### src/isa_pkg.sv
// Instruction set of the scalar unit: opcodes, field widths and the instruction word
`default_nettype none

package isa_pkg;

	localparam int REG_IDX_W = 5;
	localparam int IMM_W     = 16;

	typedef enum logic [5:0] {
		OP_NOP   = 6'h00,
		OP_ADD   = 6'h01,
		OP_SUB   = 6'h02,
		OP_AND   = 6'h03,
		OP_OR    = 6'h04,
		OP_XOR   = 6'h05,
		OP_SHL   = 6'h06,
		OP_SHR   = 6'h07,
		OP_ADDI  = 6'h08,
		OP_CMPLT = 6'h09,
		OP_JMP   = 6'h0a,
		OP_BC    = 6'h0b,
		OP_HALT  = 6'h0c
	} opcode_e;

	// Three-register form
	typedef struct packed {
		opcode_e                opcode;
		logic [REG_IDX_W-1:0]   dst;
		logic [REG_IDX_W-1:0]   src1;
		logic [REG_IDX_W-1:0]   src2;
		logic [10:0]            tail;
	} reg_form_t;

	// Immediate form, imm is the target address for jmp and bc
	typedef struct packed {
		opcode_e                opcode;
		logic [REG_IDX_W-1:0]   dst;
		logic [REG_IDX_W-1:0]   src1;
		logic [IMM_W-1:0]       imm;
	} imm_form_t;

	typedef union packed {
		reg_form_t reg_form;
		imm_form_t imm_form;
	} instr_u;

	// Ops that produce a register write-back
	function automatic logic writes_reg(opcode_e op);
		return op inside {OP_ADD, OP_SUB, OP_AND, OP_OR, OP_XOR, OP_SHL, OP_SHR, OP_ADDI};
	endfunction

	function automatic logic is_control(opcode_e op);
		return op inside {OP_JMP, OP_BC};
	endfunction

endpackage

`default_nettype wire

### src/pipe_pkg.sv
// Pipeline sizes of the scalar unit: data word, register index and program address
`default_nettype none

package pipe_pkg;

	// Data word
	localparam int DATA_W = 32;
	typedef logic [DATA_W-1:0] data_t;

	// Register index, low bit picks the bank (0 even, 1 odd)
	typedef logic [isa_pkg::REG_IDX_W-1:0] reg_idx_t;

	// Registers held in each of the two banks
	localparam int BANK_REGS = 2 ** (isa_pkg::REG_IDX_W - 1);

	// Program address
	localparam int PROG_ADDR_W = 8;
	typedef logic [PROG_ADDR_W-1:0] addr_t;

endpackage

`default_nettype wire

### src/program_counter.sv
// Program counter: sequential fetch, stall re-read, branch redirect and halt freeze
`default_nettype none

module program_counter (
	input  logic            clock,
	input  logic            reset,
	input  logic            run,
	input  logic            hold,
	input  logic            resolve,
	input  logic            redirect,
	input  pipe_pkg::addr_t target,
	input  logic            term,
	output pipe_pkg::addr_t pc
);

	pipe_pkg::addr_t next_q;
	pipe_pkg::addr_t fetch_addr_q;
	pipe_pkg::addr_t branch_addr_q;
	pipe_pkg::addr_t pc_sel;
	logic            advance;

	// Resolve wins, a stall re-reads the word sitting in fetch
	always_comb begin
		if (resolve) begin
			pc_sel = redirect ? target : branch_addr_q + pipe_pkg::addr_t'(1);
		end else if (hold) begin
			pc_sel = fetch_addr_q;
		end else begin
			pc_sel = next_q;
		end
	end

	assign advance = run & ~term;
	assign pc      = pc_sel;

	always_ff @(posedge clock) begin
		if (reset) begin
			next_q        <= '0;
			fetch_addr_q  <= '0;
			branch_addr_q <= '0;
		end else if (advance) begin
			fetch_addr_q <= pc_sel;
			if (resolve || !hold) begin
				next_q <= pc_sel + pipe_pkg::addr_t'(1);
			end
			// Last issued address, frozen while a branch waits
			if (!resolve && !hold) begin
				branch_addr_q <= fetch_addr_q;
			end
		end
	end

	a_pc_frozen_after_term: assert property (@(posedge clock) disable iff (reset)
		term |=> $stable(pc))
		else $error("pc moved after termination");

endmodule

`default_nettype wire

### config.mk
export PLATFORM = sky130hd
export DESIGN_NAME = program_counter
export DESIGN_NICKNAME = d
export VERILOG_FILES = /design/src/isa_pkg.sv /design/src/pipe_pkg.sv /design/src/program_counter.sv
export SDC_FILE = /design/constraint.sdc
export NUM_CORES = 1
export LEC_CHECK = 0
export BUFFER_PORTS_ARGS = -buffer_cell sky130_fd_sc_hd__buf_2
export CAP_MARGIN = 10
export CORE_UTILIZATION = 55
export DETAILED_ROUTE_END_ITERATION = 8
export HOLD_SLACK_MARGIN = 0.1
export PLACE_DENSITY = 0.77
export SYNTH_ARGS = -nofsm -noshare
export SYNTH_HDL_FRONTEND = slang
export SYNTH_SLANG_ARGS = --single-unit
### constraint.sdc
create_clock -name clock -period 2.7 [get_ports clock]
set_input_delay 0.54 -clock clock [delete_from_list [all_inputs] [get_ports clock]]
set_output_delay 0.54 -clock clock [all_outputs]
set_load 0.02 [all_outputs]
## After elaboration in Yosys (flattened, before gate mapping)

Cells that the tools add are included.

| storage, ports and cells | value |
|---|---|
| output and inout port bits | 8 |
| word-level logic and storage cells | 16 |
| bits in registers | 24 |

| operators by class | value |
|---|---|
| reductions and logical operators | 6 |
| add/subtract/negate cells | 2 |
| multiplexer cells | 3 |
| bitwise logic cells | 2 |

Operators by type and width:

| kind | number |
|---|---|
| $mux W8 | 3 |
| $add A8 B1 Y8 const B | 2 |
| $reduce_and A2 Y1 | 2 |
| $logic_not A1 Y1 | 2 |
| $and A1 B1 Y1 | 1 |
| $logic_and A1 B1 Y1 | 1 |
| $logic_or A1 B1 Y1 | 1 |
| $not A1 Y1 | 1 |

## Longest topological paths before layout

| depth | value |
|---|---|
| depth in word-level cells | 4 |
| mapped depth | 9 |
| gate-level depth less buffers | 8 |

## Least setup slack after synthesis

No wires, ideal clock.

| path | value |
|---|---|
| kind | input to register |
| start point | input resolve |
| end point | register next_q[6] |
| library setup time | 0.079 ns |
| arrival time | 2.262 ns |
| path slack | 0.359 ns |
| required time | 2.621 ns |
| stages on the path | 9 |
| buffers on the path | 2 |
| path through | clkbuf_8 > clkbuf_8 > o211ai_1 > nor2b_1 > ha_1 > o21a_1 > nand4_1 > xor2_1 > a211oi_2 |

| on the way | value |
|---|---|
| longest elaborated chain between the ends | 2 |
| elaborated cells between the ends (all ways) | 4 |
| classes of those cells | add/sub (1); mux (1); reduce/logical (2) |

Ends and longest elaborated chain:

| element | line | source |
|---|---|---|
| from (decl) | program_counter.sv:9 | `input logic resolve,` |
| $mux W8 | program_counter.sv:24 | `if (resolve) begin` |
| named net pc[0] | program_counter.sv:13 | `output pipe_pkg::addr_t pc` |
| $add A8 B1 Y8 | program_counter.sv:44 | `next_q <= pc_sel + pipe_pkg::addr_t'(1);` |
| to (signal assigned) | program_counter.sv:44 |  |
| to (decl) | program_counter.sv:16 | `pipe_pkg::addr_t next_q;` |

The timed path passes the listed nets, and every way through them passes these cells.
A chain may end at the register's enable or synchronous reset.

## Final worst setup path

| path | value |
|---|---|
| start point | register branch_addr_q[0] |
| end point | output pc[4] |

| on the way | value |
|---|---|
| longest elaborated chain between the ends | 3 |

Ends and longest elaborated chain:

| element | line | source |
|---|---|---|
| from (decl) | program_counter.sv:18 | `pipe_pkg::addr_t branch_addr_q;` |
| from (signal assigned) | program_counter.sv:48 | `branch_addr_q <= fetch_addr_q;` |
| $add A8 B1 Y8 | program_counter.sv:25 | `pc_sel = redirect ? target : branch_addr_q + pipe_pkg::addr_t'(1);` |
| $mux W8 | program_counter.sv:25 |  |
| $mux W8 | program_counter.sv:24 |  |
| to (decl) | program_counter.sv:13 |  |

No other way between the ends.

==> impl_metrics.json <==
{
  "synthArstFlopShare": 0,
  "seqCellArea_um2": 480,
  "pre_cts_ws_ns": 0.308,
  "grt_max_degree": 26,
  "netlist_area_mm2": 0.00146,
  "cp-end-kind": "output port",
  "hold_class": "flop to flop",
  "slew_violations": 0,
  "crit_fanout": 6,
  "grt_overflow": 0,
  "max-slew-margin-rel": 0.588,
  "crit_slowest_cell": "dfxtp_1",
  "cts.repair.resized": 0,
  "synth_cells": 175,
  "diodes": 0,
  "syn_to_final_growth_pct": 7.47,
  "vias_per_cell": 5.84,
  "grt_pass1_wl_um": 5310,
  "post-route-drc-count": 0,
  "dr.pass1.iters": 5,
  "ys.flop_type": "dfxtp_1",
  "postLayoutCoreUtil": 0.626,
  "hpwl_um": 2460,
  "leakagePower_nw": 0.621,
  "fin_setup_tns_ns": 0,
  "synth_warnings": 0,
  "path_class": "flop to output port",
  "place_congestion": 0.914,
  "wl_um": 3330,
  "numClockSinks": 24,
  "ios": 23,
  "cp.required_ns": 2.16,
  "synth_edf_count": 0,
  "fin_ws_ns": 0.265,
  "synth_seq_cells": 24,
  "numPortBuffers": 22,
  "worst_pin_slew_ns": 0.618,
  "path_clk_slew_ns": 0.12,
  "cp_slowest_stage_delay_ns": 0.45,
  "vias": 1302,
  "syn_nets": 192,
  "die_w_um": 53.5,
  "hold_ws_ns": 0.483,
  "rows": 18,
  "nFillCells": 220,
  "setup_viol": 0,
  "initial_core_util": 0.583,
  "antenna_found_initial": 0,
  "wire_per_inst_um": 15.0,
  "vdd_drop_max_mv": 0.396,
  "first_iter_violations": 48,
  "period_minus_slack_ns": 2.44,
  "core_mm2": 0.00250,
  "path_cells": "ha_1 -> nand3_1 -> xor2_1 -> a221oi_4 -> buf_2",
  "ant_nets": 0,
  "fin_skew_ns": 0.00558,
  "grtUsageTotal": 0.262,
  "htree_levels": 1,
  "clk_latency_ns": 0.32,
  "ctsHoldBuffers": 0,
  "cts_buffer_depth": 2,
  "cap_viol_max_count": 0,
  "path_delay_family": "flip-flops",
  "first_global_vias": 1112,
  "status": "finished clean",
  "cts_root_buf": "clkbuf_4",
  "dieArea_mm2": 0.00286,
  "cts_made_buffers": 3,
  "die_h_um": 53.5,
  "cp_data_arrival_time_ns": 1.90,
  "drive_gt1_frac": 0.228,
  "syn_area_per_cell_um2": 8.32,
  "critical_path_buf_inv_count": 1,
  "fin_nets": 212,
  "p_total_uw": 678,
  "netlist-cell-type-count": 46,
  "cts_tree": "yes",
  "rsz0062_at_grt": "no",
  "timing.final.crit_share": 0.902,
  "powerDensity_mw_per_mm2": 433,
  "setup.worst_path.start_class": "flop",
  "hold_viol": 0,
  "multi_input_area_um2": 873,
  "clock.fmax_ghz": 0.411,
  "post_cts_buffers": 0,
  "synth_seq_area_share": 0.330
}
==> report_power, final <==
| group | switching (mW) | total [mW] | internal, mW | leakage [nW] |
|---|---|---|---|---|
| combinational | 0.0887 | 0.146 | 0.0575 | 0.412 |
| clock | 0.102 | 0.155 | 0.0523 | 0.0138 |
| sequential | 0.00928 | 0.377 | 0.368 | 0.195 |
==> synthesized netlist by cell type, types with 3 or more instances <==
library cell  instances  area, um^2
xnor2_1               3        26.3
nor2b_1               4        25.0
xor2_1                5        43.8
mux2_2                4        45.0
o21ai_0               3        15.0
inv_1                 3        11.3
a21oi_1              18        90.1
nand2_1              30         113
o22ai_1               3        18.8
mux2i_1               6        60.1
nor2_1               16        60.1
clkbuf_1              4        15.0
dfxtp_1              24         480
nor3_1                5        25.0
clkbuf_8              3        41.3
nand3_1               5        25.0
a211oi_1              4        30.0
==> registers in the layout, indices dropped and copies added, names as in the netlist <==
name	cells
branch_addr_q	8
fetch_addr_q	8
next_q	8
==> cell families after synthesis <==
family	count (synthesis)	share of synthesized area
buffers and inverters	14	0.0704
xor gates and xnor gates	8	0.0481
adders and majority gates	2	0.0172
AOI/OAI and AO/OA	40	0.194
DFF	24	0.330
muxes	11	0.0816
and+or+nand+nor	76	0.259
==> worst register-to-register path: cells and delay by family (launching register included) <==
family	cells	cell delay (ns)
xor gates and xnor gates	1	0.19
DFF	1	0.45
adders and majority gates	1	0.23
and+or+nand+nor	2	0.40
AOI/OAI and AO/OA	3	0.78
==> final cells by class <==
type	instances	area share
multi-input combinational	137	0.558
sequential	24	0.307
timing repair buffer	26	0.0895
tap	30	0.0240
clock buffer	3	0.0144
inverter	3	0.00719
==> final timing paths <==
check | depth (start not counted) | slack [ns] | start | to
max | 5 | 0.26 | branch_addr_q[0] | pc[4]
min | 2 | 0.48 | fetch_addr_q[4] | branch_addr_q[4]
max reg2reg | 7 | 0.56 | branch_addr_q[0] | next_q[7]
min reg2reg | 2 | 0.48 | fetch_addr_q[4] | branch_addr_q[4]
==> cell usage in the layout (no fill, tap or decap), types with 2 or more instances in the layout <==
cell and n:
nand2_1 30, dfxtp_1 24, buf_2 22, a21oi_1 18, nor2_1 16, mux2i_1 6
nand3_1 5, xor2_1 5, nor3_1 5, mux2_2 4, nor2b_1 4, a211oi_1 4
buf_4 4, xnor2_1 3, o22ai_1 3, o21ai_0 3, inv_1 3, clkbuf_4 3
nand4_1 2, nand2b_1 2, and4_4 2, and3b_1 2, ha_1 2
==> per-stage QoR <==
stage / cells / cell area, um^2
floorplan: 175 / 1460
global placement: 220 / 1540
detailed placement: 220 / 1540
CTS: 223 / 1570
global route: 223 / 1570
finish: 223 / 1570
==> metal layers <==
metal  wire [um]  global-route usage  share of wire  vias to the layer above
li1            -                   -              -                      654
met1        1490               0.358           0.45                      610
met2        1640               0.415           0.49                       33
met3         151              0.0345          0.045                        5
met4          44              0.0921          0.013                        0
met5           0                   0              0                        -
Note: power is estimated with default switching activity, not from simulation.
