<file path="src/isa_pkg.sv">
// Instruction set of the scalar unit: opcodes, field widths and the instruction word
`default_nettype none

package isa_pkg;

	localparam int REG_IDX_W = 5;
	localparam int IMM_W     = 16;

	typedef enum logic [5:0] {
		OP_NOP   = 6'h00,
		OP_ADD   = 6'h01,
		OP_SUB   = 6'h02,
		OP_AND   = 6'h03,
		OP_OR    = 6'h04,
		OP_XOR   = 6'h05,
		OP_SHL   = 6'h06,
		OP_SHR   = 6'h07,
		OP_ADDI  = 6'h08,
		OP_CMPLT = 6'h09,
		OP_JMP   = 6'h0a,
		OP_BC    = 6'h0b,
		OP_HALT  = 6'h0c
	} opcode_e;

	// Three-register form
	typedef struct packed {
		opcode_e                opcode;
		logic [REG_IDX_W-1:0]   dst;
		logic [REG_IDX_W-1:0]   src1;
		logic [REG_IDX_W-1:0]   src2;
		logic [10:0]            tail;
	} reg_form_t;

	// Immediate form, imm is the target address for jmp and bc
	typedef struct packed {
		opcode_e                opcode;
		logic [REG_IDX_W-1:0]   dst;
		logic [REG_IDX_W-1:0]   src1;
		logic [IMM_W-1:0]       imm;
	} imm_form_t;

	typedef union packed {
		reg_form_t reg_form;
		imm_form_t imm_form;
	} instr_u;

	// Ops that produce a register write-back
	function automatic logic writes_reg(opcode_e op);
		return op inside {OP_ADD, OP_SUB, OP_AND, OP_OR, OP_XOR, OP_SHL, OP_SHR, OP_ADDI};
	endfunction

	function automatic logic is_control(opcode_e op);
		return op inside {OP_JMP, OP_BC};
	endfunction

endpackage

`default_nettype wire

</file>
<file path="src/pipe_pkg.sv">
// Pipeline sizes of the scalar unit: data word, register index and program address
`default_nettype none

package pipe_pkg;

	// Data word
	localparam int DATA_W = 32;
	typedef logic [DATA_W-1:0] data_t;

	// Register index, low bit picks the bank (0 even, 1 odd)
	typedef logic [isa_pkg::REG_IDX_W-1:0] reg_idx_t;

	// Registers held in each of the two banks
	localparam int BANK_REGS = 2 ** (isa_pkg::REG_IDX_W - 1);

	// Program address
	localparam int PROG_ADDR_W = 8;
	typedef logic [PROG_ADDR_W-1:0] addr_t;

endpackage

`default_nettype wire

</file>
<file path="src/pipe_if.sv">
// Operand and write-back buses between register file and execution unit
`default_nettype none

// Read operands with their instruction, register file to execute
interface operand_if #(
	parameter int DATA_W = $bits(pipe_pkg::data_t)
);
	logic              valid;
	isa_pkg::instr_u   instr;
	logic [DATA_W-1:0] op1;
	logic [DATA_W-1:0] op2;

	modport source (output valid, instr, op1, op2);
	modport receiver (input valid, instr, op1, op2);
endinterface

// Result write-back, also clears the scoreboard
interface wb_if #(
	parameter int DATA_W = $bits(pipe_pkg::data_t)
);
	logic               valid;
	pipe_pkg::reg_idx_t dst;
	logic [DATA_W-1:0]  data;

	modport source (output valid, dst, data);
	modport receiver (input valid, dst, data);
endinterface

`default_nettype wire

</file>
<file path="src/reg_file.sv">
// Register file in odd and even banks, one-cycle operand read and write-back port
`default_nettype none

module reg_file #(
	parameter int DATA_W = pipe_pkg::DATA_W
) (
	input  logic            clock,
	input  logic            reset,
	input  logic            run,
	input  logic            issue_valid,
	input  isa_pkg::instr_u issue_instr,
	wb_if.receiver          wb,
	operand_if.source       operand
);

	localparam int BANK_IDX_W = isa_pkg::REG_IDX_W - 1;

	logic [DATA_W-1:0] bank_even [pipe_pkg::BANK_REGS];
	logic [DATA_W-1:0] bank_odd  [pipe_pkg::BANK_REGS];
	logic              we_even;
	logic              we_odd;
	logic              op_valid_q;
	isa_pkg::instr_u   op_instr_q;
	logic [DATA_W-1:0] op1_q;
	logic [DATA_W-1:0] op2_q;

	// r0 reads as zero
	function automatic logic [DATA_W-1:0] read_reg(pipe_pkg::reg_idx_t idx);
		logic [DATA_W-1:0] val;
		if (idx == '0) begin
			val = '0;
		end else if (idx[0]) begin
			val = bank_odd[idx[BANK_IDX_W:1]];
		end else begin
			val = bank_even[idx[BANK_IDX_W:1]];
		end
		return val;
	endfunction

	assign we_even = wb.valid & ~wb.dst[0];
	assign we_odd  = wb.valid & wb.dst[0];

	always_ff @(posedge clock) begin
		if (reset) begin
			op_valid_q <= 1'b0;
		end else if (run) begin
			op_valid_q <= issue_valid;
		end
	end

	// Operand capture and bank writes
	always_ff @(posedge clock) begin
		if (run) begin
			op_instr_q <= issue_instr;
			op1_q      <= read_reg(issue_instr.reg_form.src1);
			op2_q      <= read_reg(issue_instr.reg_form.src2);
		end
		if (we_even) begin
			bank_even[wb.dst[BANK_IDX_W:1]] <= wb.data;
		end
		if (we_odd) begin
			bank_odd[wb.dst[BANK_IDX_W:1]] <= wb.data;
		end
	end

	assign operand.valid = op_valid_q;
	assign operand.instr = op_instr_q;
	assign operand.op1   = op1_q;
	assign operand.op2   = op2_q;

	a_bank_write_running: assert property (@(posedge clock) disable iff (reset)
		(we_even || we_odd) |-> run)
		else $error("register bank written while run is low");

endmodule

`default_nettype wire

</file>
<file path="src/flat_wrapper.sv">
// flat-port wrapper written by rule: the top's interface ports become plain ports
module reg_file_flat 
#(
	parameter int DATA_W = pipe_pkg::DATA_W
)
  (clock, reset, run, issue_valid, issue_instr, wb_valid, wb_dst, wb_data, operand_valid, operand_instr, operand_op1, operand_op2);
  wb_if #(.DATA_W(DATA_W)) wb_i ();
  operand_if #(.DATA_W(DATA_W)) operand_i ();
  input  logic clock;
  input  logic reset;
  input  logic run;
  input  logic issue_valid;
  input  isa_pkg::instr_u issue_instr;
  input wire logic [$bits(wb_i.valid)-1:0] wb_valid;
  input wire logic [$bits(wb_i.dst)-1:0] wb_dst;
  input wire logic [$bits(wb_i.data)-1:0] wb_data;
  output wire logic [$bits(operand_i.valid)-1:0] operand_valid;
  output wire logic [$bits(operand_i.instr)-1:0] operand_instr;
  output wire logic [$bits(operand_i.op1)-1:0] operand_op1;
  output wire logic [$bits(operand_i.op2)-1:0] operand_op2;
  assign wb_i.valid = wb_valid;
  assign wb_i.dst = wb_dst;
  assign wb_i.data = wb_data;
  assign operand_valid = operand_i.valid;
  assign operand_instr = operand_i.instr;
  assign operand_op1 = operand_i.op1;
  assign operand_op2 = operand_i.op2;
  reg_file #(.DATA_W(DATA_W)) u_core (.clock(clock), .reset(reset), .run(run), .issue_valid(issue_valid), .issue_instr(issue_instr), .wb(wb_i), .operand(operand_i));
endmodule
</file>
<file path="config.mk">
export PLATFORM = sky130hd
export DESIGN_NAME = reg_file_flat
export DESIGN_NICKNAME = d
export VERILOG_FILES = /design/src/isa_pkg.sv /design/src/pipe_pkg.sv /design/src/pipe_if.sv /design/src/reg_file.sv /design/src/flat_wrapper.sv
export SDC_FILE = /design/constraint.sdc
export NUM_CORES = 1
export LEC_CHECK = 0
export BUFFER_PORTS_ARGS = -buffer_cell sky130_fd_sc_hd__buf_2
export CORE_MARGIN = 2
export CORE_UTILIZATION = 40
export CTS_CLUSTER_SIZE = 16
export DETAILED_ROUTE_END_ITERATION = 8
export GPL_ROUTABILITY_DRIVEN = 0
export RECOVER_POWER = 100
export SLEW_MARGIN = 30
export SYNTH_ARGS = -nofsm -noshare
export SYNTH_HDL_FRONTEND = slang
export SYNTH_SLANG_ARGS = --single-unit
</file>
<file path="constraint.sdc">
create_clock -name clock -period 6.05 [get_ports clock]
set_input_delay 0 -clock clock [delete_from_list [all_inputs] [get_ports clock]]
set_output_delay 0 -clock clock [all_outputs]
set_load 0.02 [all_outputs]
</file>
[Word level (Yosys, flattened, before mapping)]
Memory sizes are Yosys's and may differ from the RTL's.
Cells that the tools add are included.
Word-level totals
  memories kept: 2
  bits of input ports: 74
  bits in registers: 97
  RAM bits: 1024
  output and inout port bits: 97
  latch bits: 0
  memory bits (read-only): 0
Cells by class
  reduce and logical (&&, ||, !) cells: 2
  shifts and indexed selects: 0
  $mul: 0
  multiplexer cells: 6
  equal/unequal tests: 0
  magnitude comparators: 0
  divide/modulo/power cells: 0
  $add $sub $neg: 0
  bitwise operators: 3
Memory list
  u_core.bank_even: words 16, bits a word 32, read ports 2, clocked after memory_dff 0, wr ports 1, RTL line reg_file.sv:18  | logic [DATA_W-1:0] bank_even [pipe_pkg::BANK_REGS];
  u_core.bank_odd: words 16, bits a word 32, read ports 2, clocked after memory_dff 0, wr ports 1, RTL line reg_file.sv:19  | logic [DATA_W-1:0] bank_odd [pipe_pkg::BANK_REGS];
Operators by type and width (count)
  $mux W32: 2
  $logic_not A5 Y1: 2
  $mux W1: 4
  $and A1 B1 Y1: 2
  $not A1 Y1: 1

[Longest topological paths before layout]
  depth in word-level cells: 4
  gate-level depth with buffers: 9
  mapped depth without buffers: 4

[Worst setup path before layout]
OpenSTA, ideal clock, no wires.
  kind: input to register
  start point: input wb_dst[2]
  end point: memory u_core.bank_odd[12][0], enable pin
  buffers on the path: 1
  arrival: 1.834 ns
  slack: 3.795 ns
  data required time: 5.629 ns
  cell stages on the path: 3
  cells stage by stage: or2_2 > clkbuf_1 > nor2_1
RTL lines
  start, declared: RTL line flat_wrapper.sv:15  | input wire logic [$bits(wb_i.dst)-1:0] wb_dst;
  end, declared: RTL line reg_file.sv:19
Straight into the memory's write port.

[Worst setup path after layout]
  start point: input issue_instr[11] (netlist name)
  end point: register u_core.op2_q[28] (netlist: u_core.operand.op2[28]) (data pin)
On the way
  cells in the longest elaborated chain, start to end: 1
  elaborated cells between the ends (all ways): 2
  classes of those cells: mux: 1; reduce/logical: 1
RTL lines
  start, declared: RTL line flat_wrapper.sv:13  | input isa_pkg::instr_u issue_instr;
  $logic_not A5 Y1 or $mux W32 (tied branches): RTL line reg_file.sv:30, reg_file.sv:32
  end signal, assigned: RTL line reg_file.sv:56  | op2_q <= read_reg(issue_instr.reg_form.src2);
  end, declared: RTL line reg_file.sv:25  | logic [DATA_W-1:0] op2_q;
Parallel ways exist; a longest one is shown, timed or not.
A chain may end at the register's enable or synchronous reset.

==> qor.yml <==
status: "finished, violations left"
violations: "capacitance limit, slew limit"
syn_to_final_growth_pct: 13.9
fin_ws_ns: 1.66
r2r-end: "u_core.operand.op1[28]"
synth_seq_cells: 1121
cp.depth: 9
finalHoldViolCount: 0
reg2reg_depth: 4
wirelength_um: 156000
drtPass1Iterations: 5
postRouteAntennaNets: 0
finalHoldWorstSlack_ns: 0.0314
end_kind: "flop"
synthesis.area_mm2: 0.0502
num_io_pins: 171
final_common_cell: "edfxtp_1"
die_x_um: 358
met2_usage: 0.381
rrSetupSlack_ns: 3.83
place_ws_ns: 2.76
rsz0062_at_grt: "false"
critical_path_buf_inv_count: 5
maxSlewViolCount: 1255
setup_viol: 0
yosysUniqueCellTypes: 27
numPortBuffers: 170
cp_slowest_cell: "clkbuf_1"
worst_pin_slew_ns: 4.23
die_height_um: 358
drc: 0
cts_tree: "built"
busiest_layer: "met2"
peakVddDrop_uv: 215
fillers: 10223
nNetsFinal: 2658
root_buffer: "clkbuf_16"
multi_input_area_mm2: 0.0157
reg2reg_from: "u_core.bank_odd[10][28]"
dpl_cell_area_mm2: 0.0531
power_density_mw_per_mm2: 302
start_util: 0.404
grt_pass1_vias: 28857
h-tree-depth: 3
ys_warn_count: 0
slew_headroom: -1.82
cap_violations: 48
period_share: 0.726
syn_inst: 2335
critPathLaunch: "issue_instr[11]"
synth_nets: 2409
synth.avg_cell_area_um2: 21.5
fin_tns_setup_ns: 0
gr-total-overflow: 0
crit_top_cell: "clkbuf_1"
grt_max_degree: 110
clk_path_buf_depth: 3
clock-sinks: 1121
hpwlAfterDp_um: 82800
fin_crit_ns: 4.39
vias: 28329
avgViaCountPerCell: 6.56
grt_pass1_wl_um: 218000
fmax_mhz: 228
worstPathMaxFanout: 21
drtIter0Drc: 4174
min_path_type: "in2reg"
antenna_found_initial: 7
drive_above_1_share: 0.302
clk_latency_ns: 0.71
crit_family: "buffers and inverters"
startpoint_type: "input port"
worstPathRequired_ns: 6.39
diodes: 0
cts_resized: 0
p_total_w: 0.0173
coreArea_mm2: 0.124
critPathKind: "in2reg"
use_met3: 0.0554
fin_area_mm2: 0.0571
hold_depth: 2
most-common-layout-cells: "1120 x edfxtp_1, 480 x mux4_2, 199 x clkbuf_1"
regArea_mm2: 0.0337
use_met1: 0.339
synth_seq_area_share: 0.671
max_stage_delay_ns: 1.62
crit_chain: "dlygate4sd3_1, buf_2, buf_4, nor2_4, clkbuf_1, nor4b_1, clkbuf_1, a221o_1, a31oi_1"
routedWlPerCell_um: 36.2
skew_ns: 0.0283
endpoint: "u_core.operand.op2[28]"
leakagePower_nw: 17.8
dieArea_mm2: 0.128
core.rowCount: 129
cts_buffers: 117
clk_pin_slew_ns: 0.06
grt_usage: 0.242
cp.arrival_ns: 4.74
[cells in the mapped netlist]
master	n	share of area
a221o_1	32	0.0064
a221oi_1	93	0.016
a221oi_2	3	0.00090
a22oi_1	32	0.0048
a31oi_1	32	0.0040
and2_1	1	0.00012
buf_1	8	0.00060
buf_2	54	0.0054
buf_4	25	0.0037
buf_6	17	0.0038
clkbuf_1	86	0.0064
dfxtp_1	1	0.00040
edfxtp_1	1120	0.67
inv_2	1	0.000075
mux2_2	64	0.014
mux2i_1	193	0.038
mux4_2	480	0.22
nand2_1	4	0.00030
nand2b_1	2	0.00025
nand3_1	4	0.00040
nand4_1	1	0.00012
nor2_1	39	0.0029
nor2b_1	7	0.00087
nor4_1	2	0.00025
nor4b_2	1	0.00030
o21ai_0	32	0.0032
or2_2	1	0.00012
[final cells by class]
class | count | share of cell area
Multi-Input combinational cell | 1023 | 0.275
Timing Repair Buffer | 320 | 0.0354
Clock buffer | 141 | 0.0528
Tap cell | 1637 | 0.0358
Clock inverter | 73 | 0.0118
Inverter | 1 | 0.000153
Sequential cell | 1121 | 0.589
[kinds of logic (layout without fill, tap and decap cells)]
| kind of cell | after synthesis | count (layout) | synth area share |
|---|---|---|---|
| mux | 737 | 737 | 0.268 |
| simple gates | 62 | 62 | 0.00566 |
| compound gates | 224 | 224 | 0.0355 |
| flops | 1121 | 1121 | 0.671 |
| buf+inv | 191 | 535 | 0.0200 |
[state kept, by name (all words and copies together), names as in the netlist]
register	cells
u_core.bank_even	512
u_core.operand.instr	32
u_core.bank_odd	512
u_core.operand.op1	32
u_core.operand.op2	32
u_core.operand.valid	1
[routing by layer]
layer / vias to the layer above / wire length, um
met5: - / 32
met4: 4 / 4880
met2: 1985 / 73500
met3: 310 / 16900
li1: 10864 / -
met1: 15166 / 60700
[how the worst min path moves through the flow]
stage                    start                        to
2_1_floorplan            reset      u_core.operand.valid
3_3_place_gp             reset      u_core.operand.valid
3_5_place_dp             reset      u_core.operand.valid
4_1_cts        issue_instr[31]  u_core.operand.instr[31]
5_1_grt         issue_instr[7]   u_core.operand.instr[7]
6_report        issue_instr[8]   u_core.operand.instr[8]
[report_power, final]
part | switching (W) | internal, W | total, W
logic | 0.000838 | 0.000579 | 0.00142
clock network | 0.00299 | 0.00404 | 0.00704
registers | 0.0000976 | 0.00872 | 0.00882
[through the flow]
step,std cells,util
2_1_floorplan,2335,-
3_3_place_gp,4022,0.428
3_5_place_dp,4022,0.428
4_1_cts,4314,0.464
5_1_grt,4316,0.460
6_report,4316,0.460
[repair_timing]
action,CTS,global route
endpoints found under the hold margin,1106,0
buffers inserted,0,0
hold buffers,78,0
(Power assumes the default switching activity.)
