## src/isa_pkg.sv

```systemverilog
// Instruction set of the scalar unit: opcodes, field widths and the instruction word
`default_nettype none

package isa_pkg;

	localparam int REG_IDX_W = 5;
	localparam int IMM_W     = 16;

	typedef enum logic [5:0] {
		OP_NOP   = 6'h00,
		OP_ADD   = 6'h01,
		OP_SUB   = 6'h02,
		OP_AND   = 6'h03,
		OP_OR    = 6'h04,
		OP_XOR   = 6'h05,
		OP_SHL   = 6'h06,
		OP_SHR   = 6'h07,
		OP_ADDI  = 6'h08,
		OP_CMPLT = 6'h09,
		OP_JMP   = 6'h0a,
		OP_BC    = 6'h0b,
		OP_HALT  = 6'h0c
	} opcode_e;

	// Three-register form
	typedef struct packed {
		opcode_e                opcode;
		logic [REG_IDX_W-1:0]   dst;
		logic [REG_IDX_W-1:0]   src1;
		logic [REG_IDX_W-1:0]   src2;
		logic [10:0]            tail;
	} reg_form_t;

	// Immediate form, imm is the target address for jmp and bc
	typedef struct packed {
		opcode_e                opcode;
		logic [REG_IDX_W-1:0]   dst;
		logic [REG_IDX_W-1:0]   src1;
		logic [IMM_W-1:0]       imm;
	} imm_form_t;

	typedef union packed {
		reg_form_t reg_form;
		imm_form_t imm_form;
	} instr_u;

	// Ops that produce a register write-back
	function automatic logic writes_reg(opcode_e op);
		return op inside {OP_ADD, OP_SUB, OP_AND, OP_OR, OP_XOR, OP_SHL, OP_SHR, OP_ADDI};
	endfunction

	function automatic logic is_control(opcode_e op);
		return op inside {OP_JMP, OP_BC};
	endfunction

endpackage

`default_nettype wire

```

## src/pipe_pkg.sv

```systemverilog
// Pipeline sizes of the scalar unit: data word, register index and program address
`default_nettype none

package pipe_pkg;

	// Data word
	localparam int DATA_W = 32;
	typedef logic [DATA_W-1:0] data_t;

	// Register index, low bit picks the bank (0 even, 1 odd)
	typedef logic [isa_pkg::REG_IDX_W-1:0] reg_idx_t;

	// Registers held in each of the two banks
	localparam int BANK_REGS = 2 ** (isa_pkg::REG_IDX_W - 1);

	// Program address
	localparam int PROG_ADDR_W = 8;
	typedef logic [PROG_ADDR_W-1:0] addr_t;

endpackage

`default_nettype wire

```

## src/pipe_if.sv

```systemverilog
// Operand and write-back buses between register file and execution unit
`default_nettype none


// Result write-back, also clears the scoreboard
interface wb_if #(
	parameter int DATA_W = $bits(pipe_pkg::data_t)
);
	logic               valid;
	pipe_pkg::reg_idx_t dst;
	logic [DATA_W-1:0]  data;

	modport source (output valid, dst, data);
	modport receiver (input valid, dst, data);
endinterface

`default_nettype wire

```

## src/hazard_check.sv

```systemverilog
// Decode and scoreboard: issues one instruction per cycle or stalls fetch
`default_nettype none

module hazard_check (
	input  logic            clock,
	input  logic            reset,
	input  logic            run,
	input  isa_pkg::instr_u fetch_instr,
	input  logic            fetch_valid,
	input  logic            resolve,
	wb_if.receiver          wb,
	input  logic            cond_pending_clear,
	output logic            hold,
	output logic            issue_valid,
	output isa_pkg::instr_u issue_instr
);

	localparam int NUM_REGS = 2 ** isa_pkg::REG_IDX_W;

	isa_pkg::opcode_e    op;
	pipe_pkg::reg_idx_t  dst;
	pipe_pkg::reg_idx_t  src1;
	pipe_pkg::reg_idx_t  src2;
	logic [NUM_REGS-1:0] reg_pending;
	logic                cond_pending;
	logic                wait_ctrl;
	logic                halt_seen;
	logic                writes;
	logic                reads1;
	logic                reads2;
	logic                is_cmplt;
	logic                is_bc;
	logic                raw_stall;
	logic                cond_stall;

	//////////////////////////////
	// Decode
	assign op       = fetch_instr.reg_form.opcode;
	assign dst      = fetch_instr.reg_form.dst;
	assign src1     = fetch_instr.reg_form.src1;
	assign src2     = fetch_instr.reg_form.src2;
	assign is_cmplt = (op == isa_pkg::OP_CMPLT);
	assign is_bc    = (op == isa_pkg::OP_BC);
	assign writes   = isa_pkg::writes_reg(op);
	assign reads1   = writes | is_cmplt;
	assign reads2   = (writes & (op != isa_pkg::OP_ADDI)) | is_cmplt;

	//////////////////////////////
	// Stall and issue
	// Sources and dst wait for write-back so write-backs stay ordered
	assign raw_stall  = (reads1 & reg_pending[src1]) | (reads2 & reg_pending[src2]) |
		(writes & reg_pending[dst]);
	assign cond_stall = (is_bc | is_cmplt) & cond_pending;

	assign hold        = halt_seen | wait_ctrl | (fetch_valid & (raw_stall | cond_stall));
	assign issue_valid = run & fetch_valid & ~hold;
	assign issue_instr = fetch_instr;

	// Scoreboard bits, never set for r0
	always_ff @(posedge clock) begin
		if (reset) begin
			reg_pending  <= '0;
			cond_pending <= 1'b0;
			wait_ctrl    <= 1'b0;
			halt_seen    <= 1'b0;
		end else begin
			if (wb.valid) begin
				reg_pending[wb.dst] <= 1'b0;
			end
			if (issue_valid && writes && dst != '0) begin
				reg_pending[dst] <= 1'b1;
			end
			if (cond_pending_clear) begin
				cond_pending <= 1'b0;
			end
			if (issue_valid && is_cmplt) begin
				cond_pending <= 1'b1;
			end
			// Word fetched behind the branch is dropped by staying in wait until resolve
			if (resolve) begin
				wait_ctrl <= 1'b0;
			end
			if (issue_valid && isa_pkg::is_control(op)) begin
				wait_ctrl <= 1'b1;
			end
			if (issue_valid && op == isa_pkg::OP_HALT) begin
				halt_seen <= 1'b1;
			end
		end
	end

	a_no_pending_source: assert property (@(posedge clock) disable iff (reset)
		issue_valid && wb.valid |->
			!(reads1 && src1 != '0 && src1 == wb.dst) &&
			!(reads2 && src2 != '0 && src2 == wb.dst))
		else $error("issued with a source still in write-back");

endmodule

`default_nettype wire

```

## src/flat_wrapper.sv

```systemverilog
// flat-port wrapper written by rule: the top's interface ports become plain ports
module hazard_check_flat 
  (clock, reset, run, fetch_instr, fetch_valid, resolve, cond_pending_clear, hold, issue_valid, issue_instr, wb_valid, wb_dst, wb_data);
  wb_if wb_i ();
  input  logic clock;
  input  logic reset;
  input  logic run;
  input  isa_pkg::instr_u fetch_instr;
  input  logic fetch_valid;
  input  logic resolve;
  input  logic cond_pending_clear;
  output logic hold;
  output logic issue_valid;
  output isa_pkg::instr_u issue_instr;
  input wire logic [$bits(wb_i.valid)-1:0] wb_valid;
  input wire logic [$bits(wb_i.dst)-1:0] wb_dst;
  input wire logic [$bits(wb_i.data)-1:0] wb_data;
  assign wb_i.valid = wb_valid;
  assign wb_i.dst = wb_dst;
  assign wb_i.data = wb_data;
  hazard_check u_core (.clock(clock), .reset(reset), .run(run), .fetch_instr(fetch_instr), .fetch_valid(fetch_valid), .resolve(resolve), .wb(wb_i), .cond_pending_clear(cond_pending_clear), .hold(hold), .issue_valid(issue_valid), .issue_instr(issue_instr));
endmodule
```

## config.mk

```make
export PLATFORM = sky130hd
export DESIGN_NAME = hazard_check_flat
export DESIGN_NICKNAME = d
export VERILOG_FILES = /design/src/isa_pkg.sv /design/src/pipe_pkg.sv /design/src/pipe_if.sv /design/src/hazard_check.sv /design/src/flat_wrapper.sv
export SDC_FILE = /design/constraint.sdc
export NUM_CORES = 1
export LEC_CHECK = 0
export BUFFER_PORTS_ARGS = -buffer_cell sky130_fd_sc_hd__buf_4
export CAP_MARGIN = 20
export CORE_MARGIN = 2
export CORE_UTILIZATION = 51
export CTS_BUF_LIST = sky130_fd_sc_hd__clkbuf_16
export DETAILED_ROUTE_END_ITERATION = 16
export PLACE_DENSITY_LB_ADDON = 0.15
export SYNTH_ARGS = -nofsm -noshare
export SYNTH_HDL_FRONTEND = slang
export SYNTH_SLANG_ARGS = --single-unit
```

## constraint.sdc

```tcl
create_clock -name clock -period 3.7 [get_ports clock]
set_clock_uncertainty 0.05 [all_clocks]
set_input_delay 0.74 -clock clock [delete_from_list [all_inputs] [get_ports clock]]
set_output_delay 0.74 -clock clock [all_outputs]
set_load 0.03 [all_outputs]
```

-- Word-level counts from Yosys, hierarchy flattened
Cells that the tools add are included.
- $add $sub $neg: 0
- multiply operators: 0
- divide/modulo/power cells: 0
- order comparisons: 6
- eq/ne operators: 13
- shift-type cells: 0
- multiplexer cells: 17
- bitwise gates (word level): 20
- reduce and logical (&&, ||, !) cells: 12
- operators by type and width (cell ; count):
    32-bit two-way mux ; 3
    32-bit AND ; 1
    32-bit NOT ; 1
    32-bit OR ; 1
    6-bit by 4-bit == test with 1-bit output, second input constant ; 5
    6-bit by 3-bit == test with 1-bit output, second input constant ; 4
    5-bit by 6-bit less-than comparator with 1-bit output, second input constant ; 4
    1-bit binary-select mux with 5-bit select ; 3
    6-bit by 2-bit == test with 1-bit output, second input constant ; 2
    1-bit demux with 5-bit select ; 2
    5-bit by 1-bit >= comparator with 1-bit output, second input constant ; 2
    1-bit two-way mux ; 9
    1-bit AND ; 8
    1-bit OR ; 8
    8-bit nonzero test ; 1
    1-bit logical AND ; 7
    6-bit by 1-bit == test with 1-bit output, second input constant ; 1
    6-bit by 4-bit inequality test with 1-bit output, second input constant ; 1
    2-bit nonzero test ; 3
    5-bit nonzero test ; 1
    1-bit NOT ; 1
- bits in registers: 35
- latch bits: 0
- bits in writable memories: 0
- ROM bits: 0
- bits of input ports: 76
- output and inout bits: 34
- word-level logic and storage cells: 72
- memories: 0

-- Depth between registers and ports, before layout
Gate-level depths: netlist (run 1).
- depth in word-level cells: 15
- depth in mapped cells: 9
- mapped depth without buffers: 6

-- Worst setup path before layout (run 1)
Ideal clock, no wire load.
- path kind: input -> output
- start: input fetch_instr[16] (netlist name)
- end: output issue_valid
- arrival time: 2.807 ns
- required time: 2.910 ns
- setup slack: 0.103 ns
- stages on the path: 8
- buffers on the path: 2
- cells stage by stage: clkbuf_1 -> mux4_2 -> mux2_2 -> a2bb2oi_1 -> nand2_1 -> nand4_4 -> buf_6 -> nor2b_1
- longest elaborated chain between the ends: 10
- ends and longest elaborated chain (what ; RTL line ; text):
    start, declared ; flat_wrapper.sv:8 ; input isa_pkg::instr_u fetch_instr;
    1-bit binary-select mux with 5-bit select ; hazard_check.sv:51 ; assign raw_stall = (reads1 & reg_pending[src1]) | (reads2 & reg_pending[src2]) |
    1-bit two-way mux (implied by the code) ; hazard_check.sv:51 ;
    1-bit AND ; hazard_check.sv:51 ;
    1-bit OR (2 in a row) ; hazard_check.sv:51 ;
    1-bit OR ; hazard_check.sv:55 ; assign hold = halt_seen | wait_ctrl | (fetch_valid & (raw_stall | cond_stall));
    1-bit AND ; hazard_check.sv:55 ;
    1-bit OR ; hazard_check.sv:55 ;
    1-bit NOT ; hazard_check.sv:56 ; assign issue_valid = run & fetch_valid & ~hold;
    1-bit AND ; hazard_check.sv:56 ;
    end, declared ; flat_wrapper.sv:13 ; output logic issue_valid;
No other way between the ends. The select of a mux whose other input is x is not followed.

-- Worst setup path after layout (run 1)
- start: input fetch_instr[21] (netlist name)
- end: output hold
- longest elaborated chain between the ends: 7
- ends and longest elaborated chain (what ; RTL line ; text):
    1-bit binary-select mux with 5-bit select ; hazard_check.sv:52 ; (writes & reg_pending[dst]);
    1-bit two-way mux (implied by the code) ; hazard_check.sv:52 ;
    1-bit AND ; hazard_check.sv:52 ;
    1-bit OR ; hazard_check.sv:51 ;
    1-bit OR ; hazard_check.sv:55 ;
    1-bit AND ; hazard_check.sv:55 ;
    1-bit OR ; hazard_check.sv:55 ;
    end, declared ; flat_wrapper.sv:12 ; output logic hold;
No other way between the ends. The select of a mux whose other input is x is not followed.

==> results_dict.tcl, run 1 <==
set metrics [dict create \
    status "finished, final reports clean" \
    setup_total_negative_slack_ns 0 \
    drtIter0Drc 221 \
    synth_top_area_share_pct 22.1 \
    end_kind "primary output" \
    track_usage_pct 25.1 \
    cts_sinks 35 \
    seq_area_frac_synth_pct 22.1 \
    place_inst 399 \
    synth.distinct_cells 54 \
    core_area_sq_um 5960 \
    finalHoldViolations 0 \
    p_seq_share_pct 33.5 \
    grt_pass1_vias 2512 \
    drc 0 \
    cts_tree "built" \
    synthTopCellsByArea "dfxtp_1, mux4_2, o41ai_2" \
    fin_cells 407 \
    clock_latency_ns 0.28 \
    numPortBuffers 55 \
    worst_slew_pin_slew_ns 0.616 \
    cts_setup_buffers 0 \
    min_period_over_period_pct 94.8 \
    finalCriticalPeriod_ns 3.51 \
    grt_pass1_wl_um 13800 \
    drive_gt1_share_pct 39.2 \
    clockPowerShare_pct 48.4 \
    slew_headroom_pct 58.4 \
    path_clk_slew_ns 0.05 \
    dp_hpwl_um 6440 \
    total_leakage_power_nw 1.35 \
    diodes 0 \
    initial_core_util_pct 53.3 \
    hold_class "flop to flop" \
    dr_total_vias 2665 \
    synth-edff-count 0 \
    drtAntennaViolNets 0 \
    die_height_um 82.9 \
    synth_cells 319 \
    rows 28 \
    fp.dieW_um 82.9 \
    netlist_area_sq_um 3180 \
    gp_congestion 0.830 \
    combPwrFrac_pct 18.1 \
    crit_required_ns 2.91 \
    synth_area_per_cell_sq_um 9.96 \
    grt_max_degree 45 \
    p_sw_mw 0.290 \
    ys.flop_type "dfxtp_1" \
    grt-ovfl-total 0 \
    cts_buffer_depth 2 \
    async_reset_ff_share_pct 0 \
    nFillCells 542 \
    synth_common_cells "dfxtp_1, buf_4, o41ai_2" \
    drtPass1Iterations 5 \
    irDropWorstVdd_uv 247 \
    powerDensity_nw_per_um2 318 \
    rsz0062_at_grt "false" \
    wl_per_cell_um 21.3 \
    finalWirelength_um 8650 \
    io_pins 110 \
    die_area_sq_um 6880 \
    root_buffer "clkbuf_16" \
    critPathMaxFanout 15 \
    antenna_found_initial 0 \
    synth_seq_cells 35 \
    start_kind "primary input" \
    ctsHoldBuffers 0 \
    cts_htree_levels 2 \
    p_int_mw 0.839 \
    worst_ep_arrival_time_ns 2.72 \
    switching_share_pct 25.7 \
    syn_nets 395 \
    yosysMostFrequentCell "dfxtp_1" \
    viasPerCell 6.55 \
    dp_slack_ns 0.175 \
    num-nets-final 407 \
    path_class "primary input to primary output" \
    slew_violations 0 \
    setup_violations 0 \
    yosysWarningCount 0 \
    synth_top_area_cell "dfxtp_1" \
    fin_ws_ns 0.194 \
    cts_made_buffers 5 \
    post_cts_resized 0 \
    maxCapViolations 0 \
    area_growth_pct 11.7 \
    fmax_ghz 0.285 \
]
==> per-layer routing <==
metal  global-route usage [%]  wire length, um  share of wire [%]  up-vias
met5                        0                0                  0        -
met4                     7.75              151                1.7        0
met3                     3.78              683                7.9       17
met2                     39.0             4010                 46      116
met1                     36.0             3810                 44     1298
li1                         -                -                  -     1234
==> placed cells by master (no fill, tap or decap), drive strengths merged, types with 2 or more instances in the layout <==
cell type / Yosys / routed
buf: 44 / 60
dfxtp: 35 / 35
o41ai: 27 / 27
nor2b: 24 / 24
nand2: 23 / 23
o21ai: 23 / 23
nand3b: 20 / 20
mux4: 19 / 19
mux2i: 11 / 11
nor2: 8 / 8
mux2: 7 / 7
nand2b: 6 / 6
nor4: 5 / 5
nor3b: 5 / 5
clkbuf: 11 / 5
a21oi: 4 / 4
nand3: 4 / 4
nand4: 4 / 4
or4b: 3 / 3
nand4b: 2 / 2
a221oi: 2 / 2
nor4bb: 2 / 2
or2: 2 / 2
inv: 2 / 2
nor3: 2 / 2
and3: 2 / 2
or3b: 2 / 2
or4bb: 2 / 2
o31ai: 2 / 2
bufinv: 0 / 2
a211oi: 2 / 2
==> power by group through the flow <==
stage | Combinational (mW) | Clock [mW] | Sequential (mW)
floorplan | 0.163 | 0 | 0.386
global placement | 0.202 | 0 | 0.386
detailed placement | 0.204 | 0 | 0.386
CTS | 0.204 | 0.551 | 0.378
global route | 0.217 | 0.570 | 0.378
finish | 0.204 | 0.547 | 0.378
==> final timing paths <==
kind                                            start  slack [ns]                      to  cells after the start
worst max-delay path                  fetch_instr[21]        0.19                    hold                      8
worst max register to register  u_core.reg_pending[3]        1.19  u_core.reg_pending[14]                      7
worst min register to register    u_core.cond_pending        0.43     u_core.cond_pending                      2
worst min-delay path              u_core.cond_pending        0.43     u_core.cond_pending                      2
==> registers in the layout, summed over array words and instances (netlist names) <==
name / flops
u_core.halt_seen: 1
u_core.cond_pending: 1
u_core.wait_ctrl: 1
u_core.reg_pending: 32
==> area by class of cell <==
class | count | area, sq um | share of cell area, %
Clock buffer | 5 | 125 | 3.52
Clock inverter | 3 | 67.6 | 1.90
Inverter | 2 | 7.51 | 0.211
Multi-Input combinational cell | 227 | 2100 | 59.3
Sequential cell | 35 | 701 | 19.7
Tap cell | 75 | 93.8 | 2.64
Timing Repair Buffer | 60 | 450 | 12.7
==> cell families (layout without fill, tap and decap cells) <==
group	count (synthesis)	after routing	synth area share [%]
buffers and inverters	57	70	11.7
DFF	35	35	22.1
AOI/OAI and AO/OA	70	70	22.8
muxes	37	37	19.4
and+or+nand+nor	120	120	24.1
==> through the flow <==
stage          total power [mW]  area, sq um  hold WS [ns]  utilization (%)
2_1_floorplan             0.549         3180         0.391                -
3_3_place_gp              0.588         3360         0.406             56.4
3_5_place_dp              0.590         3360         0.428             56.4
4_1_cts                    1.13         3550         0.435             59.6
5_1_grt                    1.16         3550         0.465             59.6
6_report                   1.13         3550         0.431             59.6
==> worst max-delay path, stage by stage <==
cell and delay (ns):
buf_4 0.20, mux4_2 0.52, nor2b_4 0.14, a2111oi_4 0.30, a311o_2 0.22, nand4_4 0.12
a211o_1 0.31, buf_4 0.17
Power figures use the tool's default switching activity.
==> inputs of run 2 (changes only) <==
--- a/config.mk
+++ b/config.mk
@@ -12,6 +12,7 @@
 export CTS_BUF_LIST = sky130_fd_sc_hd__clkbuf_16
 export DETAILED_ROUTE_END_ITERATION = 16
 export PLACE_DENSITY_LB_ADDON = 0.15
+export SETUP_SLACK_MARGIN = 0.5
 export SYNTH_ARGS = -nofsm -noshare
 export SYNTH_HDL_FRONTEND = slang
 export SYNTH_SLANG_ARGS = --single-unit
==> results_dict.tcl, run 2 (synthesis gave the netlist of run 1 again) <==
set metrics [dict create \
    irDropWorstVdd_uv 223 \
    cts_htree_levels 2 \
    track_usage_pct 26.5 \
    cts_buffer_depth 2 \
    drive_gt1_share_pct 42.9 \
    crit_end "hold" \
    worst_slew_pin_slew_ns 0.667 \
    critPathLaunch "fetch_instr[21]" \
    min_period_over_period_pct 89.3 \
    status "finished, final reports clean" \
    gp_congestion 0.859 \
    largest_register_ff_count 32 \
    end_kind "primary output" \
    viasPerCell 6.60 \
    drtIter0Drc 258 \
    clock_latency_ns 0.28 \
    total_leakage_power_nw 1.40 \
    hold_ws_ns 0.424 \
    fin_cells 413 \
    r2r-start "u_core.reg_pending[19]" \
    antenna_found_initial 0 \
    path_clk_slew_ns 0.05 \
    initial_core_util_pct 53.3 \
    nFillCells 518 \
    rrSetupSlack_ns 1.15 \
    numPortBuffers 55 \
    dr_total_vias 2726 \
    place_inst 400 \
    total_power_mw 1.00 \
    wl_per_cell_um 22.0 \
    drtAntennaViolNets 0 \
    finalWirelength_um 9100 \
    grt_max_degree 45 \
    die_area_sq_um 6880 \
    powerDensity_nw_per_um2 272 \
    cts_tree "built" \
    layout_common_cells "buf_4, dfxtp_1, o41ai_2" \
    finalHoldViolations 0 \
    crit_required_ns 2.91 \
    drtPass1Iterations 4 \
    placedInstanceArea_sq_um 3380 \
    reg2reg_to "u_core.reg_pending[31]" \
    final_cell_area_sq_um 3680 \
    setup_total_negative_slack_ns 0 \
    drc 0 \
    grt_pass1_wl_um 14600 \
    fp.dieW_um 82.9 \
    slew_violations 0 \
    rows 28 \
    layout_commonest_cell "buf_4" \
    num-nets-final 414 \
    worst_ep_arrival_time_ns 2.52 \
    start_kind "primary input" \
    fmax_ghz 0.303 \
    die_height_um 82.9 \
    dp_slack_ns 0.182 \
    grt_pass1_vias 2637 \
    dp_hpwl_um 6590 \
    area_growth_pct 16.0 \
    grt-ovfl-total 0 \
    slew_headroom_pct 55.4 \
    hold_class "flop to flop" \
    final_util_pct 61.9 \
    regMostFlops "u_core.reg_pending" \
    finalCriticalPeriod_ns 3.31 \
    rsz0062_at_grt "true" \
    reg2reg_depth 7 \
    path_class "primary input to primary output" \
    core_area_sq_um 5960 \
    setup_violations 0 \
    cts_sinks 35 \
    critPathMaxFanout 8 \
    maxCapViolations 0 \
    fin_ws_ns 0.395 \
    diodes 0 \
    cts_made_buffers 5 \
    io_pins 110 \
    root_buffer "clkbuf_16" \
]
## run 2: changes by cell type in the layout (fill, tap and decap cells not counted), sizes merged
cell,previous run,this run
bufinv,2,0
clkinv,0,2
clkinvlp,1,0
buf,60,67
## run 2: cell type report
| type | instances | area (sq um) | share of cell area [%] |
|---|---|---|---|
| clock buffers | 5 | 125 | 3.40 |
| multi-input cells | 227 | 2180 | 59.2 |
| clock inverters | 2 | 8.76 | 0.238 |
| flip-flops and latches | 35 | 701 | 19.0 |
| well taps | 75 | 93.8 | 2.55 |
| repair buffers | 67 | 567 | 15.4 |
| inverters | 2 | 7.51 | 0.204 |
## run 2: how the worst min path moves through the flow
stage	start	endpoint	slack, ns	cells past startpoint
floorplan	u_core.cond_pending	u_core.cond_pending	0.39	2
global placement	u_core.cond_pending	u_core.cond_pending	0.41	2
detailed placement	u_core.cond_pending	u_core.cond_pending	0.41	2
CTS	u_core.cond_pending	u_core.cond_pending	0.42	2
global route	u_core.cond_pending	u_core.cond_pending	0.45	2
finish	u_core.cond_pending	u_core.cond_pending	0.42	2
## run 2: power by group
| group | switching [mW] | internal, mW |
|---|---|---|
| sequential | 0.000658 | 0.378 |
| clock | 0.154 | 0.242 |
| combinational | 0.137 | 0.0899 |
| total | 0.292 | 0.709 |
## run 2: worst max-delay path: stages
cell	delay, ns
buf_12	0.10
mux4_2	0.54
a2111oi_4	0.34
a311o_2	0.21
nand4_4	0.09
a211o_4	0.36
buf_6	0.14
## run 2: layer usage
| layer | routed length, um | track usage [%] |
|---|---|---|
| met4 | 150 | 7.00 |
| met2 | 4230 | 40.4 |
| met1 | 3920 | 37.5 |
| met3 | 797 | 6.46 |
| met5 | 0 | 0 |
## run 2: repair_timing
item | 4_1_cts | 5_1_grt
pin swaps | 3 | 8
endpoints found under the setup margin | 2 | 2
setup buffers | 2 | 4
hold buffers | 0 | 0
resized for setup | 7 | 23
